<file path="src/logic/fetch_defs.svh">
`ifndef FETCH_DEFS_SVH
`define FETCH_DEFS_SVH

// ########################################
// datapath and bookkeeping sizes
// ########################################

`define DATA_WIDTH   16
`define N_CHANNELS   16
`define CHANNEL_BITS 4
`define PENDING_BITS 4
`define COMMIT_BITS  9
`define OP_BITS      5

`endif

</file>
<file path="src/logic/fetch_ctrl_pkg.sv">
`default_nettype none

`include "fetch_defs.svh"

package fetch_ctrl_pkg;

	typedef logic [`PENDING_BITS - 1 : 0] pending_t;

	typedef logic [`COMMIT_BITS - 1 : 0] commit_id_t;

	typedef logic [`OP_BITS - 1 : 0] op_t;

endpackage

`default_nettype wire

</file>
<file path="src/logic/fetch_data_pkg.sv">
`default_nettype none

`include "fetch_defs.svh"

package fetch_data_pkg;

	typedef logic signed [`DATA_WIDTH - 1 : 0] sample_t;

	typedef logic [`CHANNEL_BITS - 1 : 0] channel_t;

	// codes 2 and 5 and up read as zero
	typedef enum logic [`CHANNEL_BITS - 1 : 0] {
		reg_zero_src   = 0,
		reg_one_src    = 1,
		half_scale_src = 3,
		full_scale_src = 4
	} reg_code_e;

	// one source field, read as a channel or a register code depending on src_reg
	typedef union packed {
		channel_t  channel;
		reg_code_e reg_code;
	} src_word_u;

endpackage

`default_nettype wire

</file>
<file path="src/logic/channel_file.sv">
`timescale 1ns/1ps
`default_nettype none

`include "fetch_defs.svh"

module channel_file (
	input  wire                           clk,
	input  wire                           reset,

	input  wire                           write_enable,
	input  wire fetch_data_pkg::channel_t write_addr,
	input  wire fetch_data_pkg::sample_t  write_val,

	input  wire fetch_data_pkg::channel_t read_addr,
	output fetch_data_pkg::sample_t       read_val
);
	import fetch_data_pkg::*;

	sample_t channels [`N_CHANNELS];

	always_ff @(posedge clk) begin
		if (reset) begin
			for (int i = 0; i < `N_CHANNELS; i++) begin
				channels[i] <= '0;
			end
		end else if (write_enable) begin
			channels[write_addr] <= write_val;
		end
	end

	assign read_val = channels[read_addr];  // combinational read, same cycle as the lookup

endmodule

`default_nettype wire

</file>
<file path="src/logic/operand_fetch.sv">
`timescale 1ns/1ps
`default_nettype none

module operand_fetch (
	input  wire                            clk,
	input  wire                            reset,

	input  wire                            in_valid,
	output logic                           in_ready,

	input  wire fetch_ctrl_pkg::op_t       operation_in,
	input  wire fetch_data_pkg::channel_t  dest_in,
	input  wire                            writes_channel_in,
	input  wire fetch_data_pkg::src_word_u src_in,
	input  wire                            src_reg_in,
	input  wire                            arg_needed_in,
	input  wire fetch_data_pkg::sample_t   register_0_in,
	input  wire fetch_data_pkg::sample_t   register_1_in,

	input  wire                            channel_write_enable,
	input  wire fetch_data_pkg::channel_t  channel_write_addr,
	input  wire fetch_data_pkg::sample_t   channel_write_val,

	output logic                           out_valid,
	input  wire                            out_ready,
	output fetch_ctrl_pkg::op_t            operation_out,
	output fetch_data_pkg::channel_t       dest_out,
	output logic                           writes_channel_out,
	output fetch_data_pkg::sample_t        fetched_out,
	output fetch_ctrl_pkg::commit_id_t     commit_id_out
);
	import fetch_data_pkg::*;
	import fetch_ctrl_pkg::*;

	channel_t lookup_channel;
	sample_t read_val;
	pending_t pending_count;
	logic claim_valid;
	channel_t claim_channel;

	// storage and scoreboard both follow the writeback bus and the same lookup
	channel_file channel_file_i (
		.clk(clk),
		.reset(reset),
		.write_enable(channel_write_enable),
		.write_addr(channel_write_addr),
		.write_val(channel_write_val),
		.read_addr(lookup_channel),
		.read_val(read_val)
	);

	write_scoreboard write_scoreboard_i (
		.clk(clk),
		.reset(reset),
		.claim_valid(claim_valid),
		.claim_channel(claim_channel),
		.release_valid(channel_write_enable),
		.release_channel(channel_write_addr),
		.lookup_channel(lookup_channel),
		.pending_count(pending_count)
	);

	operand_issue operand_issue_i (
		.clk(clk),
		.reset(reset),
		.in_valid(in_valid),
		.in_ready(in_ready),
		.operation_in(operation_in),
		.dest_in(dest_in),
		.writes_channel_in(writes_channel_in),
		.src_in(src_in),
		.src_reg_in(src_reg_in),
		.arg_needed_in(arg_needed_in),
		.register_0_in(register_0_in),
		.register_1_in(register_1_in),
		.read_val(read_val),
		.pending_count(pending_count),
		.channel_write_enable(channel_write_enable),
		.channel_write_addr(channel_write_addr),
		.channel_write_val(channel_write_val),
		.lookup_channel(lookup_channel),
		.claim_valid(claim_valid),
		.claim_channel(claim_channel),
		.out_valid(out_valid),
		.out_ready(out_ready),
		.operation_out(operation_out),
		.dest_out(dest_out),
		.writes_channel_out(writes_channel_out),
		.fetched_out(fetched_out),
		.commit_id_out(commit_id_out)
	);

endmodule

`default_nettype wire

</file>
<file path="src/logic/operand_issue.sv">
`timescale 1ns/1ps
`default_nettype none

`include "fetch_defs.svh"

module operand_issue (
	input  wire                            clk,
	input  wire                            reset,

	input  wire                            in_valid,
	output logic                           in_ready,

	input  wire fetch_ctrl_pkg::op_t       operation_in,
	input  wire fetch_data_pkg::channel_t  dest_in,
	input  wire                            writes_channel_in,

	input  wire fetch_data_pkg::src_word_u src_in,
	input  wire                            src_reg_in,
	input  wire                            arg_needed_in,

	input  wire fetch_data_pkg::sample_t   register_0_in,
	input  wire fetch_data_pkg::sample_t   register_1_in,

	input  wire fetch_data_pkg::sample_t   read_val,
	input  wire fetch_ctrl_pkg::pending_t  pending_count,

	input  wire                            channel_write_enable,
	input  wire fetch_data_pkg::channel_t  channel_write_addr,
	input  wire fetch_data_pkg::sample_t   channel_write_val,

	output fetch_data_pkg::channel_t       lookup_channel,
	output logic                           claim_valid,
	output fetch_data_pkg::channel_t       claim_channel,

	output logic                           out_valid,
	input  wire                            out_ready,
	output fetch_ctrl_pkg::op_t            operation_out,
	output fetch_data_pkg::channel_t       dest_out,
	output logic                           writes_channel_out,
	output fetch_data_pkg::sample_t        fetched_out,
	output fetch_ctrl_pkg::commit_id_t     commit_id_out
);
	import fetch_data_pkg::*;
	import fetch_ctrl_pkg::*;

	localparam sample_t half_scale = sample_t'(1) << (`DATA_WIDTH - 2);
	localparam sample_t full_scale = sample_t'(1) << (`DATA_WIDTH - 1);  // wraps to the minimum

	logic holding;
	op_t operation_held;
	channel_t dest_held;
	logic writes_channel_held;
	channel_t src_held;

	commit_id_t commit_count;

	sample_t reg_value;
	sample_t direct_value;
	sample_t held_value;

	op_t operation_live;
	logic writes_live;
	logic out_free;
	logic take_in;
	logic needs_wait;
	logic forward_hit;
	logic resolve;
	logic load_out;

	// ########################################
	// source decode
	// ########################################

	always_comb begin
		case (src_in.reg_code)
			reg_zero_src:   reg_value = register_0_in;
			reg_one_src:    reg_value = register_1_in;
			half_scale_src: reg_value = half_scale;
			full_scale_src: reg_value = full_scale;
			default:        reg_value = '0;
		endcase
	end

	always_comb begin
		if (!arg_needed_in)
			direct_value = '0;
		else if (src_reg_in)
			direct_value = reg_value;
		else
			direct_value = read_val;
	end

	// ########################################
	// stall and forward
	// ########################################

	assign out_free = ~out_valid | out_ready;
	assign in_ready = ~holding & out_free;
	assign take_in = in_valid & in_ready;

	assign lookup_channel = holding ? src_held : src_in.channel;
	assign needs_wait = arg_needed_in & ~src_reg_in & (pending_count != '0);

	// the last outstanding write lands this cycle, so take its value off the bus
	assign forward_hit = channel_write_enable & (channel_write_addr == src_held)
		& (pending_count == pending_t'(1));
	assign held_value = (pending_count == '0) ? read_val : channel_write_val;
	assign resolve = holding & out_free & ((pending_count == '0) | forward_hit);

	assign load_out = (take_in & ~needs_wait) | resolve;

	assign operation_live = holding ? operation_held : operation_in;
	assign writes_live = holding ? writes_channel_held : writes_channel_in;

	assign claim_valid = load_out & writes_live;
	assign claim_channel = holding ? dest_held : dest_in;

	always_ff @(posedge clk) begin
		if (reset) begin
			holding <= 1'b0;
			out_valid <= 1'b0;
			commit_count <= '0;
		end else begin
			if (take_in & needs_wait)
				holding <= 1'b1;
			else if (resolve)
				holding <= 1'b0;

			if (load_out)
				out_valid <= 1'b1;
			else if (out_ready)
				out_valid <= 1'b0;

			if (claim_valid)
				commit_count <= commit_count + commit_id_t'(1);
		end
	end

	always_ff @(posedge clk) begin
		if (take_in & needs_wait) begin
			operation_held <= operation_in;
			dest_held <= dest_in;
			writes_channel_held <= writes_channel_in;
			src_held <= src_in.channel;
		end

		if (load_out) begin
			operation_out <= operation_live;
			dest_out <= claim_channel;
			writes_channel_out <= writes_live;
			fetched_out <= holding ? held_value : direct_value;
			commit_id_out <= commit_count;  // only advances past channel writers
		end
	end

endmodule

`default_nettype wire

</file>
<file path="src/logic/write_scoreboard.sv">
`timescale 1ns/1ps
`default_nettype none

`include "fetch_defs.svh"

module write_scoreboard (
	input  wire                           clk,
	input  wire                           reset,

	input  wire                           claim_valid,
	input  wire fetch_data_pkg::channel_t claim_channel,

	input  wire                           release_valid,
	input  wire fetch_data_pkg::channel_t release_channel,

	input  wire fetch_data_pkg::channel_t lookup_channel,
	output fetch_ctrl_pkg::pending_t      pending_count
);
	import fetch_ctrl_pkg::*;

	pending_t counts [`N_CHANNELS];

	logic [`N_CHANNELS - 1 : 0] claim_hit;
	logic [`N_CHANNELS - 1 : 0] release_hit;

	always_comb begin
		claim_hit = '0;
		release_hit = '0;
		if (claim_valid)
			claim_hit[claim_channel] = 1'b1;
		if (release_valid)
			release_hit[release_channel] = 1'b1;
	end

	// ########################################
	// one counter per channel
	// ########################################

	always_ff @(posedge clk) begin
		if (reset) begin
			for (int i = 0; i < `N_CHANNELS; i++) begin
				counts[i] <= '0;
			end
		end else begin
			for (int i = 0; i < `N_CHANNELS; i++) begin
				case ({claim_hit[i], release_hit[i]})
					2'b10: counts[i] <= counts[i] + pending_t'(1);
					2'b01: begin
						if (counts[i] != '0)  // a stray release at zero is dropped
							counts[i] <= counts[i] - pending_t'(1);
					end
					default: counts[i] <= counts[i];  // idle, or claim and release cancel
				endcase
			end
		end
	end

	assign pending_count = counts[lookup_channel];

endmodule

`default_nettype wire

</file>
<file path="config.mk">
export PLATFORM = sky130hd
export DESIGN_NAME = operand_fetch
export DESIGN_NICKNAME = d
export VERILOG_FILES = /design/src/logic/fetch_ctrl_pkg.sv /design/src/logic/fetch_data_pkg.sv /design/src/logic/channel_file.sv /design/src/logic/operand_fetch.sv /design/src/logic/operand_issue.sv /design/src/logic/write_scoreboard.sv
export VERILOG_INCLUDE_DIRS = /design/src /design/src/logic
export SDC_FILE = /design/constraint.sdc
export NUM_CORES = 1
export LEC_CHECK = 0
export BUFFER_PORTS_ARGS = -buffer_cell sky130_fd_sc_hd__buf_2
export CORE_UTILIZATION = 45
export CTS_BUF_LIST = sky130_fd_sc_hd__clkbuf_4
export DETAILED_ROUTE_END_ITERATION = 12
export GPL_TIMING_DRIVEN = 0
export PLACE_DENSITY = 0.59
export SLEW_MARGIN = 20
export SYNTH_ARGS = -nofsm -noshare
export SYNTH_HDL_FRONTEND = slang
export SYNTH_SLANG_ARGS = --single-unit
</file>
<file path="constraint.sdc">
create_clock -name clk -period 6.85 [get_ports clk]
set_input_delay 0.3425 -clock clk [delete_from_list [all_inputs] [get_ports clk]]
set_output_delay 0.3425 -clock clk [all_outputs]
set_load 0.02 [all_outputs]
</file>
==> run metrics <==
number of synthesized flops with an enable pin=369; required time of the worst setup path=7.40 ns; CP Launch Type=register; reg2reg start=operand_issue_i.src_held[1]; fin nets=~2,000; area of the multi-input gates=0.00820 sq mm; pre-CTS setup slack=-0.0774 ns; CP Class=register to register; ranking of synthesized cells by area=edfxtp_1 55%, and2_1 8.5%, mux4_2 8.0%, ha_1 4.0%, nor2_1 2.8%; Die Ht=approximately 210 um; synthesized instance count=1,591; buffers added on ports=105; share of layout cells above drive strength 1=0.198; asr flop ratio synth=0; Synth top cells by count=369 x edfxtp_1, 274 x and2_1, 149 x nor2_1, 74 x clkbuf_1, 74 x inv_1; share of the synthesized area in the top cell type=0.550; Critical Path Sink Type=register; worst rel slew slack=0.251; clock skew=roughly 0.044 ns; Bufs and invs on worst path=1; CTS tree=built; critical path, cell by cell=mux2i_2 -> mux4_2 -> mux2i_1 -> mux2i_1 -> a221oi_2 -> a31o_4 -> nand4_1 -> or2_1 -> ha_1 -> nand3b_1 -> inv_1 -> ha_1 -> a21o_1 -> a21oi_1 -> xnor2_1 -> nand3_1 -> o21ai_0; worst-case vdd ir drop=0.147 mV; initial antenna violation count=7; GRT Util Overall=0.229; clock buffer depth=3; pin count of the biggest net entering global routing=39; CORE AREA=0.0442 sq mm; hpwl dp=~36,000 um; Clock Power Share=0.341; Ys Warns=0; Post-Syn Nets=about 1,700; final WL=~51,000 um; CP max FO=38; Comb pwr share=0.157; # IOs=110; global-route wire length before repair=between 70,000 and 80,000 um; drc violations=0; outcome=finished, final reports clean; via count=roughly 13,000; Die Span X=214 um; worst skew pair latency=0.83 ns; buffer count from post-CTS setup fixing=0; PwrDens=between 200 and 250 mW/mm^2; HP Class=input port to register; R2R depth=17; die area=~0.046 sq mm; slew of the pin with the lowest slew margin=1.09 ns; final setup fails=0; H-tree depth=3; Seq/Total Area, Yosys=0.561; area grow syn2layout=15.2%; clock slew at reported path FFs=0.06 ns; max capacitance violation total=0; Final Hold Viols=0; worst flop-to-flop path endpoint=write_scoreboard_i.counts[6][3]; vias per std cell=5.36; Psw=0.00154 W; leakage=8.84 nW; unrepaired setup endpoints after global routing=false; Worst Hold Launch=reset; Int Pwr=0.00405 W; DRT antenna net count=0; vias in the first global route=13,700; #FFs+latches synth=380; WP data arrival=6.73 ns; Root Driver=clkbuf_4; Post-Syn Area=0.0201 sq mm; hold depth=3; Switching Share=0.276; WL/cell=20.4 um; Seq pwr share=0.502; drt first-iter violations=860; period utilisation layout=0.903; Mapped Avg Cell Area=~13 sq um; Unique masters post-synth=56; drt pass-1 iters=7; Crit path max-delay family=multiplexers; CTS Buf Count=98; fin util=0.525; Max Slew Vio Count=0; clock period minus worst slack=approximately 6.2 ns; CTS sink cnt=380; endpoint of the worst hold path=operand_issue_i.holding; GPL Wtd Cong=0.823; Yosys top cell by area=edfxtp_1; register area=0.0113 sq mm; Synth Flop Type=edfxtp_1; Initial Utilization=0.456; row count=77; gr ovfl total=0; post-route setup slack=0.665 ns; most frequent cell after synthesis=edfxtp_1; fillers=3,857; CP max-delay cell=mux2i_2; FMAX=between 150 and 200 MHz; internal reg-to-reg setup slack=0.66 ns; slowest stage delay, CP=0.76 ns
cell type report:
cell class	count	share of cell area
antenna	5	0.000539
buffer	91	0.0164
clock buffer	146	0.0472
clock inverter	15	0.00286
inverter	74	0.0120
multi-input combinational	1046	0.353
sequential	380	0.487
tap	592	0.0319
timing repair buffer	166	0.0489
metal layers:
metal,track usage,vias up,wire length (um)
li1,-,6338,-
met1,0.284,6699,21400
met2,0.391,317,26100
met3,0.0464,110,2230
met4,0.0894,6,1530
met5,0,-,41
worst max path at each step:
| stage | depth (start not counted) | endpoint | start | slack [ns] |
|---|---|---|---|---|
| after floorplan | 18 | write_scoreboard_i.counts[7][3] | src_in[1] | 1.90 |
| after global placement | 19 | write_scoreboard_i.counts[7][3] | src_in[1] | 0.06 |
| after detailed placement | 19 | write_scoreboard_i.counts[7][3] | src_in[1] | -0.08 |
| after CTS | 17 | write_scoreboard_i.counts[7][3] | operand_issue_i.src_held[1] | 0.45 |
| after global routing | 17 | write_scoreboard_i.counts[5][3] | operand_issue_i.src_held[1] | 0.17 |
| final | 17 | write_scoreboard_i.counts[6][3] | operand_issue_i.src_held[1] | 0.66 |
worst min-delay path, delay by kind of cell:
family | cells | cell delay (ns)
AND/OR/NAND/NOR | 1 | 0.16
buffers and inverters | 2 | 0.42
per-stage QoR:
step | hold slack (ns) | power (W) | TNS, ns | cells | cell area [sq um]
detailed placement | 0.458 | 0.00372 | -0.206 | 2288 | 21400
floorplan | 0.422 | 0.00341 | 0 | 1591 | 20100
global placement | 0.450 | 0.00370 | 0 | 2288 | 21400
global route | 0.123 | 0.00583 | 0 | 2513 | 23200
finish | 0.139 | 0.00559 | 0 | 2515 | 23200
CTS | 0.0828 | 0.00564 | 0 | 2510 | 23200
logic make-up after synthesis:
kind of cell,after synthesis,share of synthesized area
compound gates,187,0.0635
xor+xnor,36,0.0156
fa+ha+maj,80,0.0553
buf+inv,165,0.0327
flops,380,0.561
mux,118,0.105
simple gates,625,0.167
registers in the layout (all words and copies together) (netlist names), 5 cells and up:
signal,cells
channel_file_i.channels,256
operand_issue_i.operation_out,5
operand_issue_i.commit_count,9
operand_issue_i.fetched_out,16
write_scoreboard_i.counts,64
operand_issue_i.operation_held,5
operand_issue_i.commit_id_out,9
power groups by stage:
stage	sequential, W	combinational (W)	clock [W]
finish	0.00281	0.000876	0.00190
global route	0.00282	0.000953	0.00205
CTS	0.00281	0.000889	0.00194
detailed placement	0.00286	0.000859	0
global placement	0.00285	0.000851	0
floorplan	0.00287	0.000536	0
what timing repair did:
| action | in CTS | in global routing |
|---|---|---|
| endpoints found under the hold margin | 138 | 0 |
| setup endpoints to repair | 1 | 0 |
| resized for setup | 1 | 0 |
| hold buffers | 61 | 0 |
cells in the final DEF (no fill, tap or decap), drive strengths merged, types with 9 or more instances in the layout:
cell type      n
or2           30
clkinv        12
clkbuf       220
dfxtp         11
xnor2         16
a21oi         29
nand3b        12
a21o          17
edfxtp       369
nand3         22
and2         274
nor2         149
nor2b          9
o21ai         38
o2bb2ai       14
mux2i         33
nand2b        32
fa            15
a31oi         20
dlygate4sd3   61
o21bai        16
a211oi        16
nand2         61
ha            65
xor2          20
mux2          13
a22oi         16
inv           76
mux4          72
or3           10
buf          122
(Power assumes the default switching activity.)
